## config.mk

```make
export PLATFORM = sky130hd
export DESIGN_NAME = rv_exec_core
export DESIGN_NICKNAME = d
export VERILOG_FILES = /design/src/verilog/rv_pkg.sv /design/src/verilog/issue_if.sv /design/src/verilog/inst_decoder.sv /design/src/verilog/issue_ctrl.sv /design/src/verilog/regfile.sv /design/src/verilog/exec_alu.sv /design/src/verilog/rv_exec_core.sv
export VERILOG_INCLUDE_DIRS = /design/src /design/src/verilog
export SDC_FILE = /design/constraint.sdc
export NUM_CORES = 2
export LEC_CHECK = 0
export BUFFER_PORTS_ARGS = -buffer_cell sky130_fd_sc_hd__buf_2
export CAP_MARGIN = 20
export CORE_ASPECT_RATIO = 2
export CORE_UTILIZATION = 40
export DETAILED_ROUTE_END_ITERATION = 10
export PLACE_DENSITY = 0.56
export SETUP_SLACK_MARGIN = 0.4
export SLEW_MARGIN = 20
export SYNTH_ARGS = -nofsm -noshare
export SYNTH_HDL_FRONTEND = slang
export SYNTH_SLANG_ARGS = --single-unit
```

## constraint.sdc

```tcl
create_clock -name i_clk -period 4.5 [get_ports i_clk]
set_clock_uncertainty 0.05 [all_clocks]
set_input_delay 0 -clock i_clk [delete_from_list [all_inputs] [get_ports i_clk]]
set_output_delay 0 -clock i_clk [all_outputs]
set_load 0.1 [all_outputs]
```

## src/verilog/rv_cfg.svh

```systemverilog
// execute core configuration: word widths, major opcodes and ALU operation codes
`ifndef RV_CFG_SVH
`define RV_CFG_SVH

`define RV_XLEN        32
`define RV_REG_ADDR_W  5
`define RV_NUM_REGS    32
`define RV_HALF        16   // split point for shifts and compares
`define RV_ALUOP_W     4

// major opcodes
`define RV_OPC_OP      7'b0110011
`define RV_OPC_OPIMM   7'b0010011
`define RV_OPC_LUI     7'b0110111

// alu codes are {funct7[5], funct3}
`define RV_ALUOP_ADD   4'b0000
`define RV_ALUOP_SUB   4'b1000
`define RV_ALUOP_SLL   4'b0001
`define RV_ALUOP_SLT   4'b0010
`define RV_ALUOP_SLTU  4'b0011
`define RV_ALUOP_XOR   4'b0100
`define RV_ALUOP_SRL   4'b0101
`define RV_ALUOP_SRA   4'b1101
`define RV_ALUOP_OR    4'b0110
`define RV_ALUOP_AND   4'b0111

`endif

```

## src/verilog/rv_pkg.sv

```systemverilog
// rv_pkg: instruction word formats of the RV32I execute core
`include "rv_cfg.svh"

package rv_pkg;

   typedef struct packed {
      logic [6:0]                funct7;
      logic [`RV_REG_ADDR_W-1:0] rs2;
      logic [`RV_REG_ADDR_W-1:0] rs1;
      logic [2:0]                funct3;
      logic [`RV_REG_ADDR_W-1:0] rd;
      logic [6:0]                opcode;
   } r_fmt;

   typedef struct packed {
      logic [11:0]               imm;   // sign extended by the decoder
      logic [`RV_REG_ADDR_W-1:0] rs1;
      logic [2:0]                funct3;
      logic [`RV_REG_ADDR_W-1:0] rd;
      logic [6:0]                opcode;
   } i_fmt;

   typedef struct packed {
      logic [19:0]               imm;   // lands in bits 31:12
      logic [`RV_REG_ADDR_W-1:0] rd;
      logic [6:0]                opcode;
   } u_fmt;

   // one 32-bit word, viewed by format
   typedef union packed {
      r_fmt r;
      i_fmt i;
      u_fmt u;
   } inst_u;

endpackage

```

## src/verilog/issue_if.sv

```systemverilog
// issue_if: one issued operation, from issue control to the ALU
`include "rv_cfg.svh"

interface issue_if;

   logic                      valid;    // one cycle per issued instruction
   logic [`RV_REG_ADDR_W-1:0] rd;
   logic [`RV_ALUOP_W-1:0]    alu_op;
   logic [`RV_XLEN-1:0]       imm;
   logic                      use_imm;

   modport master (output valid, output rd, output alu_op, output imm, output use_imm);
   modport slave (input valid, input rd, input alu_op, input imm, input use_imm);

endinterface

```

## src/verilog/inst_decoder.sv

```systemverilog
// inst_decoder: splits an RV32I word into operands, immediate, ALU operation and legality
`include "rv_cfg.svh"

module inst_decoder (
   input  rv_pkg::inst_u             i_inst,
   output logic [`RV_REG_ADDR_W-1:0] o_rs1,
   output logic [`RV_REG_ADDR_W-1:0] o_rs2,
   output logic [`RV_REG_ADDR_W-1:0] o_rd,
   output logic [`RV_XLEN-1:0]       o_imm,
   output logic [`RV_ALUOP_W-1:0]    o_alu_op,
   output logic                      o_use_imm,
   output logic                      o_uses_rs2,
   output logic                      o_illegal
);

   logic [2:0] funct3;
   logic [6:0] funct7;
   logic       is_shift;

   assign funct3   = i_inst.r.funct3;
   assign funct7   = i_inst.r.funct7;
   assign is_shift = funct3[1:0] == 2'b01;   // sll / srl / sra
   assign o_rs2    = i_inst.r.rs2;
   assign o_rd     = i_inst.r.rd;

   always_comb begin
      o_illegal  = 1'b0;
      o_alu_op   = `RV_ALUOP_ADD;
      o_use_imm  = 1'b1;
      o_uses_rs2 = 1'b0;
      o_rs1      = i_inst.i.rs1;
      o_imm      = {{(`RV_XLEN-12){i_inst.i.imm[11]}}, i_inst.i.imm};
      case (i_inst.r.opcode)
         `RV_OPC_OP: begin
            o_use_imm  = 1'b0;
            o_uses_rs2 = 1'b1;
            o_alu_op   = {funct7[5], funct3};
            if (funct7 != 7'h00 && funct7 != 7'h20)
               o_illegal = 1'b1;
            if (funct7 == 7'h20 && funct3 != 3'b000 && funct3 != 3'b101)
               o_illegal = 1'b1;   // only sub and sra take funct7 bit 5
         end
         `RV_OPC_OPIMM: begin
            // funct7 is part of the immediate except on shifts
            o_alu_op = {is_shift & funct7[5], funct3};
            if (funct3 == 3'b001 && funct7 != 7'h00)
               o_illegal = 1'b1;
            if (funct3 == 3'b101 && funct7 != 7'h00 && funct7 != 7'h20)
               o_illegal = 1'b1;
         end
         `RV_OPC_LUI: begin
            o_rs1 = '0;   // x0 + imm
            o_imm = {i_inst.u.imm, 12'b0};
         end
         default: o_illegal = 1'b1;
      endcase
   end

endmodule

```

## src/verilog/issue_ctrl.sv

```systemverilog
// issue_ctrl: input handshake, register busy scoreboard and issue stage registers
`include "rv_cfg.svh"

module issue_ctrl (
   input  logic                      i_clk,
   input  logic                      i_rst,
   input  logic                      i_inst_valid,
   output logic                      o_inst_ready,
   input  logic [`RV_REG_ADDR_W-1:0] i_rs1,
   input  logic [`RV_REG_ADDR_W-1:0] i_rs2,
   input  logic                      i_uses_rs2,
   input  logic [`RV_REG_ADDR_W-1:0] i_rd,
   input  logic [`RV_XLEN-1:0]       i_imm,
   input  logic [`RV_ALUOP_W-1:0]    i_alu_op,
   input  logic                      i_use_imm,
   input  logic                      i_dec_illegal,
   output logic [`RV_REG_ADDR_W-1:0] o_rd_addr1,
   output logic [`RV_REG_ADDR_W-1:0] o_rd_addr2,
   input  logic                      i_wb_valid,
   input  logic [`RV_REG_ADDR_W-1:0] i_wb_rd,
   output logic                      o_illegal,
   issue_if.master                   iss
);

   logic [`RV_NUM_REGS-1:0] busy;
   logic                    accept;
   logic                    issue_go;
   logic                    wr_go;

   assign o_inst_ready = !(busy[i_rs1] || (i_uses_rs2 && busy[i_rs2]));
   assign accept       = i_inst_valid && o_inst_ready;
   assign issue_go     = accept && !i_dec_illegal;
   assign wr_go        = issue_go && !i_rst && (i_rd != '0);

   // regfile samples these on the acceptance edge
   assign o_rd_addr1 = i_rs1;
   assign o_rd_addr2 = i_rs2;

   always_ff @(posedge i_clk) begin
      if (i_rst) begin
         busy <= '0;
      end else begin
         if (i_wb_valid)
            busy[i_wb_rd] <= 1'b0;
         if (wr_go)
            busy[i_rd] <= 1'b1;   // new writer wins over a retiring one
      end
   end

   always_ff @(posedge i_clk) begin
      if (i_rst) begin
         iss.valid <= 1'b0;
         o_illegal <= 1'b0;
      end else begin
         iss.valid <= issue_go;
         o_illegal <= accept && i_dec_illegal;
      end
   end

   always_ff @(posedge i_clk) begin
      if (issue_go) begin
         iss.rd      <= i_rd;
         iss.alu_op  <= i_alu_op;
         iss.imm     <= i_imm;
         iss.use_imm <= i_use_imm;
      end
   end

   function automatic logic src_hit(input logic [`RV_REG_ADDR_W-1:0] rs1,
                                    input logic [`RV_REG_ADDR_W-1:0] rs2,
                                    input logic                      uses2,
                                    input logic [`RV_REG_ADDR_W-1:0] r);
      src_hit = (rs1 == r) || (uses2 && rs2 == r);
   endfunction

   // a result is not readable until its writeback has retired, three edges on
   a_no_early_read: assert property (@(posedge i_clk) disable iff (i_rst)
      accept |->
         !($past(wr_go, 1) && src_hit(i_rs1, i_rs2, i_uses_rs2, $past(i_rd, 1))) &&
         !($past(wr_go, 2) && src_hit(i_rs1, i_rs2, i_uses_rs2, $past(i_rd, 2))) &&
         !($past(wr_go, 3) && src_hit(i_rs1, i_rs2, i_uses_rs2, $past(i_rd, 3))));

endmodule

```

## src/verilog/regfile.sv

```systemverilog
// regfile: 32 x 32-bit registers, two synchronous read ports with write forwarding
`include "rv_cfg.svh"

module regfile (
   input  logic                      i_clk,
   input  logic                      i_we,
   input  logic [`RV_REG_ADDR_W-1:0] i_wa,
   input  logic [`RV_XLEN-1:0]       i_wd,
   input  logic [`RV_REG_ADDR_W-1:0] i_ra1,
   input  logic [`RV_REG_ADDR_W-1:0] i_ra2,
   output logic [`RV_XLEN-1:0]       o_rd1,
   output logic [`RV_XLEN-1:0]       o_rd2
);

   logic [`RV_XLEN-1:0]        mem [`RV_NUM_REGS];
   logic [`RV_XLEN-1:0]        rdata1_q, rdata2_q;
   logic [`RV_REG_ADDR_W-1:0]  ra1_q, ra2_q;
   logic                       fwd1_q, fwd2_q;
   logic [`RV_XLEN-1:0]        wd_q;
   logic                       we_nz;

   assign we_nz = i_we && (i_wa != '0);   // x0 writes dropped

   always_ff @(posedge i_clk) begin
      if (we_nz)
         mem[i_wa] <= i_wd;
      rdata1_q <= (i_ra1 == '0) ? '0 : mem[i_ra1];
      rdata2_q <= (i_ra2 == '0) ? '0 : mem[i_ra2];
      ra1_q    <= i_ra1;
      ra2_q    <= i_ra2;
      fwd1_q   <= we_nz && (i_wa == i_ra1);   // write on the sampling edge
      fwd2_q   <= we_nz && (i_wa == i_ra2);
      wd_q     <= i_wd;
   end

   // write pending now, then write from the sampling edge, then the array
   assign o_rd1 = (we_nz && i_wa == ra1_q) ? i_wd : fwd1_q ? wd_q : rdata1_q;
   assign o_rd2 = (we_nz && i_wa == ra2_q) ? i_wd : fwd2_q ? wd_q : rdata2_q;

   a_x0_rd1: assert property (@(posedge i_clk) (i_ra1 == '0) |=> (o_rd1 == '0));
   a_x0_rd2: assert property (@(posedge i_clk) (i_ra2 == '0) |=> (o_rd2 == '0));

endmodule

```

## src/verilog/exec_alu.sv

```systemverilog
// exec_alu: two-stage ALU with 16-bit split shifts and compares, drives writeback
`include "rv_cfg.svh"

module exec_alu (
   input  logic                      i_clk,
   input  logic                      i_rst,
   issue_if.slave                    iss,
   input  logic [`RV_XLEN-1:0]       i_rs1_data,
   input  logic [`RV_XLEN-1:0]       i_rs2_data,
   output logic                      o_wb_valid,
   output logic [`RV_REG_ADDR_W-1:0] o_wb_rd,
   output logic [`RV_XLEN-1:0]       o_wb_data
);

   localparam int XW   = `RV_XLEN;
   localparam int H    = `RV_HALF;
   localparam int SH_W = $clog2(`RV_HALF);

   // stage one
   logic                      valid_p;
   logic [`RV_ALUOP_W-1:0]    op_p;
   logic [`RV_REG_ADDR_W-1:0] rd_p;
   logic [XW-1:0]             op1_p, op2_p;

   // stage two
   logic                      valid_pp;
   logic [`RV_ALUOP_W-1:0]    op_pp;
   logic [`RV_REG_ADDR_W-1:0] rd_pp;
   logic [XW-1:0]             add_pp, sub_pp, sll_pp, srl_pp, sra_pp;
   logic [XW-1:0]             xor_pp, or_pp, and_pp;
   logic                      slt_pp, sh16_pp;
   logic                      ltu_hi_pp, eq_hi_pp, ltu_lo_pp;

   logic [XW-1:0]             sub_w;
   logic                      ovf;

   always_ff @(posedge i_clk) begin
      if (i_rst) begin
         valid_p  <= 1'b0;
         valid_pp <= 1'b0;
      end else begin
         valid_p  <= iss.valid;
         valid_pp <= valid_p;
      end
   end

   always_ff @(posedge i_clk) begin
      op_p  <= iss.alu_op;
      rd_p  <= iss.rd;
      op1_p <= i_rs1_data;
      op2_p <= iss.use_imm ? iss.imm : i_rs2_data;
   end

   assign sub_w = op1_p - op2_p;
   assign ovf   = (op1_p[XW-1] ^ op2_p[XW-1]) & (sub_w[XW-1] ^ op1_p[XW-1]);

   always_ff @(posedge i_clk) begin
      op_pp     <= op_p;
      rd_pp     <= rd_p;
      add_pp    <= op1_p + op2_p;
      sub_pp    <= sub_w;
      slt_pp    <= sub_w[XW-1] ^ ovf;
      sll_pp    <= op1_p << op2_p[SH_W-1:0];   // low 4 bits only
      srl_pp    <= op1_p >> op2_p[SH_W-1:0];
      sra_pp    <= $signed(op1_p) >>> op2_p[SH_W-1:0];
      sh16_pp   <= op2_p[SH_W];                // extra 16 applied after
      ltu_hi_pp <= op1_p[H+:H] < op2_p[H+:H];
      eq_hi_pp  <= op1_p[H+:H] == op2_p[H+:H];
      ltu_lo_pp <= op1_p[0+:H] < op2_p[0+:H];
      xor_pp    <= op1_p ^ op2_p;
      or_pp     <= op1_p | op2_p;
      and_pp    <= op1_p & op2_p;
   end

   always_comb begin
      case (op_pp)
         `RV_ALUOP_ADD:  o_wb_data = add_pp;
         `RV_ALUOP_SUB:  o_wb_data = sub_pp;
         `RV_ALUOP_SLL:  o_wb_data = sh16_pp ? {sll_pp[0+:H], {H{1'b0}}} : sll_pp;
         `RV_ALUOP_SLT:  o_wb_data = {{(XW-1){1'b0}}, slt_pp};
         `RV_ALUOP_SLTU: o_wb_data = {{(XW-1){1'b0}}, ltu_hi_pp | (eq_hi_pp & ltu_lo_pp)};
         `RV_ALUOP_XOR:  o_wb_data = xor_pp;
         `RV_ALUOP_SRL:  o_wb_data = sh16_pp ? {{H{1'b0}}, srl_pp[H+:H]} : srl_pp;
         `RV_ALUOP_SRA:  o_wb_data = sh16_pp ? {{H{sra_pp[XW-1]}}, sra_pp[H+:H]} : sra_pp;
         `RV_ALUOP_OR:   o_wb_data = or_pp;
         `RV_ALUOP_AND:  o_wb_data = and_pp;
         default:        o_wb_data = '0;
      endcase
   end

   assign o_wb_valid = valid_pp;
   assign o_wb_rd    = rd_pp;

   // decoder must never let an undefined code reach issue
   a_valid_op: assert property (@(posedge i_clk) disable iff (i_rst)
      iss.valid |-> iss.alu_op inside {`RV_ALUOP_ADD, `RV_ALUOP_SUB, `RV_ALUOP_SLL,
                                       `RV_ALUOP_SLT, `RV_ALUOP_SLTU, `RV_ALUOP_XOR,
                                       `RV_ALUOP_SRL, `RV_ALUOP_SRA, `RV_ALUOP_OR,
                                       `RV_ALUOP_AND});

endmodule

```

## src/verilog/rv_exec_core.sv

```systemverilog
// rv_exec_core: RV32I integer execute core, decode through writeback
`include "rv_cfg.svh"

module rv_exec_core (
   input  logic                      i_clk,
   input  logic                      i_rst,
   input  logic                      i_inst_valid,
   input  rv_pkg::inst_u             i_inst,
   output logic                      o_inst_ready,
   output logic                      o_wb_valid,
   output logic [`RV_REG_ADDR_W-1:0] o_wb_rd,
   output logic [`RV_XLEN-1:0]       o_wb_data,
   output logic                      o_illegal
);

   logic [`RV_REG_ADDR_W-1:0] dec_rs1, dec_rs2, dec_rd;
   logic [`RV_XLEN-1:0]       dec_imm;
   logic [`RV_ALUOP_W-1:0]    dec_alu_op;
   logic                      dec_use_imm, dec_uses_rs2, dec_illegal;
   logic [`RV_REG_ADDR_W-1:0] rd_addr1, rd_addr2;
   logic [`RV_XLEN-1:0]       rs1_data, rs2_data;

   issue_if iss ();

   inst_decoder dec_i (
      .i_inst     (i_inst),
      .o_rs1      (dec_rs1),
      .o_rs2      (dec_rs2),
      .o_rd       (dec_rd),
      .o_imm      (dec_imm),
      .o_alu_op   (dec_alu_op),
      .o_use_imm  (dec_use_imm),
      .o_uses_rs2 (dec_uses_rs2),
      .o_illegal  (dec_illegal)
   );

   issue_ctrl issue_i (
      .i_clk         (i_clk),
      .i_rst         (i_rst),
      .i_inst_valid  (i_inst_valid),
      .o_inst_ready  (o_inst_ready),
      .i_rs1         (dec_rs1),
      .i_rs2         (dec_rs2),
      .i_uses_rs2    (dec_uses_rs2),
      .i_rd          (dec_rd),
      .i_imm         (dec_imm),
      .i_alu_op      (dec_alu_op),
      .i_use_imm     (dec_use_imm),
      .i_dec_illegal (dec_illegal),
      .o_rd_addr1    (rd_addr1),
      .o_rd_addr2    (rd_addr2),
      .i_wb_valid    (o_wb_valid),
      .i_wb_rd       (o_wb_rd),
      .o_illegal     (o_illegal),
      .iss           (iss.master)
   );

   regfile rf_i (
      .i_clk (i_clk),
      .i_we  (o_wb_valid),
      .i_wa  (o_wb_rd),
      .i_wd  (o_wb_data),
      .i_ra1 (rd_addr1),
      .i_ra2 (rd_addr2),
      .o_rd1 (rs1_data),
      .o_rd2 (rs2_data)
   );

   exec_alu alu_i (
      .i_clk      (i_clk),
      .i_rst      (i_rst),
      .iss        (iss.slave),
      .i_rs1_data (rs1_data),
      .i_rs2_data (rs2_data),
      .o_wb_valid (o_wb_valid),
      .o_wb_rd    (o_wb_rd),
      .o_wb_data  (o_wb_data)
   );

endmodule

```

==> out/results.ini <==
[run_status]
outcome=complete, no violations

[layout]
drive_gt1_share_pct=20.1
layoutNonFillerInstCount=7923
largest_reg_flops=1024
syn_to_final_growth_pct=15.0
largest-register=rf_i.mem
final_common_cell=edfxtp_1
fillers=15400
mostFrequentLayoutCells=edfxtp_1, nand2_1, dfxtp_1
fin_nets=5637

[detailed_routing]
drc=0
avgRoutedWirePerCell_um=35.9
drtAntennaViolNets=0
first_iter_violations=5162
wl_mm=284
first_pass_iters=6
num_vias=50300
viasPerCell=6.35

[power]
p_clk_share_pct=38.0
power_frac_comb_pct=13.4
power_density_mw_per_mm2=410
p_seq_share_pct=48.6
switching_share_pct=27.2
vdd_ir_drop_max_uv=329
switchingPower_mw=8.98
p_int_mw=24.0
p_leak_nw=27.2

[clock_network]
clkLatencyLatePin_ns=0.83
numClockSinks=1534
ctsRootBufferMaster=clkbuf_16
numCtsBuffers=145
cts_tree=yes
clk_pin_slew_ns=0.07
h-tree-depth=4
ctsLongestPathBuffers=4

[synthesis]
syn_inst=5354
avgSynthCellArea_um2=13.1
synthArstFlopShare_pct=0
synth_seq_area_share_pct=59.1
synth_area_mm2=0.0700
ys.flop_type=edfxtp_1
synth_edf_count=1066
yosys_register_bits=1534
yosys_warnings=0
synth_cell_types=71

[critical_path]
cpPeakStageDelay_ns=0.64
path_cells=inv_1 -> ha_1 -> a21oi_1 -> o21ai_0 -> o41ai_1 -> nand2_1 -> o21ai_0 -> o22a_2 -> o211ai_1 -> buf_4 -> a2111oi_0 -> nand4bb_1
ff2ff_path_depth=12
reg2reg_from=alu_i.op1_p[12]$_DFF_P_
r2r-end=alu_i.add_pp[29]$_DFF_P_
cp-start-kind=flop
reg2reg_slack_ns=0.25
cp_common_cell=o21ai_0
cp_slowest_cell=o41ai_1
worstPathRequired_ns=5.19
cp_max_fo=9
arrival_ns=4.94
worst_setup_path_end_kind=flop
worstSetupPathType=flop to flop

[place]
hpwl_mm=180
dp_cells=7597
dp_worst_setup_slack_ns=-0.133
numPortBuffers=74
gp_congestion=1.10

[die]
dieHeight_um=593
start_util_pct=40.3
pin_count=75
die-area_mm2=0.177
coreArea_mm2=0.174
rows=216
die_w_um=298

[timing]
max_slew_margin_pct=26.6
worst_pin_slew_ns=1.10
finalWorstSetupSlack_ns=0.246
finalSetupViolations=0
slew_violations=0
hold_violations=0
finalCritPeriodShare_pct=94.5
max_freq_ghz=0.235
rsz0062_at_grt=yes
period_needed_ns=4.25

[global_route]
gr-total-overflow=0
grtUsageTotal_pct=32.2
grt_pass1_wl_mm=395
grt_max_degree=130
grt_pass1_vias=51200
antenna_found_initial=30

[worst_hold_path]
min-delay-start=i_inst[17]
hold_path_end=rf_i.rdata1_q[31]$_SDFF_PN0_
whs_path_depth=7
hp-class=primary input to flop

[flow_run]
cap_violations=0

## synthesized netlist by cell type, types with 7 or more instances
cell type	instances	area, µm²
edfxtp_1	1066	32000
nand2_1	699	2620
dfxtp_1	468	9370
mux4_2	417	9390
o21ai_0	335	1680
clkbuf_1	313	1170
nor2_1	260	976
mux2i_1	256	2560
a21oi_1	224	1120
nand3_1	219	1100
inv_1	152	571
ha_1	98	1230
o221ai_1	96	841
buf_1	76	285
o22ai_1	74	463
xnor2_1	57	499
and3_1	39	244
a22oi_1	37	278
o31ai_1	37	278
or3b_2	36	315
nor2b_1	32	200
o21bai_1	27	203
a21o_1	26	195
nor3_1	25	125
a211oi_1	21	158
and2_1	21	131
a221oi_1	19	166
nor4_1	15	93.8
or3_1	14	87.6
xor2_1	14	123
a222oi_1	13	130
nand2b_1	13	81.3
o211ai_1	11	82.6
a221o_1	10	100
nand3b_1	10	75.1
a31oi_1	9	56.3
o2111ai_1	8	70.1
o21a_1	8	60.1
a22o_1	7	61.3
and4_1	7	61.3
or2_2	7	43.8
## routing by layer
layer / wire length, µm / GRT usage (%) / up-vias / share of wire, %
met5: 132 / 0 / - / 0.046
met1: 89400 / 32.6 / 25500 / 31
li1: - / - / 20600 / -
met4: 30700 / 30.3 / 22 / 11
met3: 23300 / 8.57 / 1163 / 8.2
met2: 141000 / 53.5 / 3006 / 49
## kinds of logic after synthesis
group                    Yosys count  synth area share (%)
flip-flops                      1534                  59.1
AND/OR/NAND/NOR                 1420                  9.09
AO/OA/AOI/OAI                    997                  8.94
multiplexers                     675                  17.1
buffers and inverters            555                  2.99
adder cells (fa/ha/maj)          101                  1.84
XOR/XNOR                          71                 0.889
other                              1               0.00536
## repair_timing
item / CTS / global route
pin swaps: 1 / 3
endpoints found under the hold margin: 139 / 0
gates resized for setup: 14 / 31
hold buffers: 39 / 0
setup endpoints to repair: 23 / 27
buffers inserted: 1 / 4
## critical path, delay by kind of cell (launching register included)
kind,cells,cell delay (ns)
AO/OA/AOI/OAI,7,2.55
adder cells (fa/ha/maj),1,0.41
buffers and inverters,2,0.40
flip-flops,1,0.45
AND/OR/NAND/NOR,2,0.34
## worst max path at each step
stage / cells past startpoint / to / start
finish: 12 / alu_i.add_pp[29]$_DFF_P_ / alu_i.op1_p[12]$_DFF_P_
global route: 13 / alu_i.add_pp[29]$_DFF_P_ / alu_i.op1_p[1]$_DFF_P_
CTS: 14 / alu_i.sub_pp[31]$_DFF_P_ / alu_i.op1_p[1]$_DFF_P_
detailed placement: 14 / alu_i.sub_pp[31]$_DFF_P_ / alu_i.op1_p[1]$_DFF_P_
global placement: 14 / alu_i.sub_pp[31]$_DFF_P_ / alu_i.op1_p[1]$_DFF_P_
floorplan: 7 / rf_i.mem[0][16]$_DFFE_PP_ / alu_i.sh16_pp$_DFF_P_
## power by group through the flow
stage          Clock (mW)  Sequential [mW]  Combinational (mW)
2_1_floorplan           0             16.1                2.47
3_3_place_gp            0             16.3                4.16
3_5_place_dp            0             16.3                4.17
4_1_cts              12.6             16.0                4.21
5_1_grt              13.1             16.1                4.63
6_report             12.5             16.0                4.43
## final cells by class
| type | count | area, µm² | share of cell area (%) |
|---|---|---|---|
| clock inverters | 67 | 643 | 0.799 |
| repair buffers | 365 | 3590 | 4.47 |
| flip-flops and latches | 1534 | 41400 | 51.5 |
| inverters | 159 | 612 | 0.760 |
| well taps | 2289 | 2860 | 3.56 |
| diodes | 28 | 70.1 | 0.0871 |
| multi-input cells | 3296 | 27200 | 33.8 |
| clock buffers | 185 | 4050 | 5.03 |
## stage by stage
step,hold slack [ns],setup TNS (ns),power (mW),instance area (µm²),utilization (%)
floorplan,-0.0223,0,18.5,70100,-
global placement,0.188,-0.717,20.5,75000,43.2
detailed placement,0.187,-0.133,20.5,75000,43.2
CTS,0.0101,0,32.8,80200,46.2
global route,0.0290,0,33.8,80400,46.3
finish,0.0434,0,33.0,80500,46.4
No activity file was read; power rests on OpenSTA's default activity.
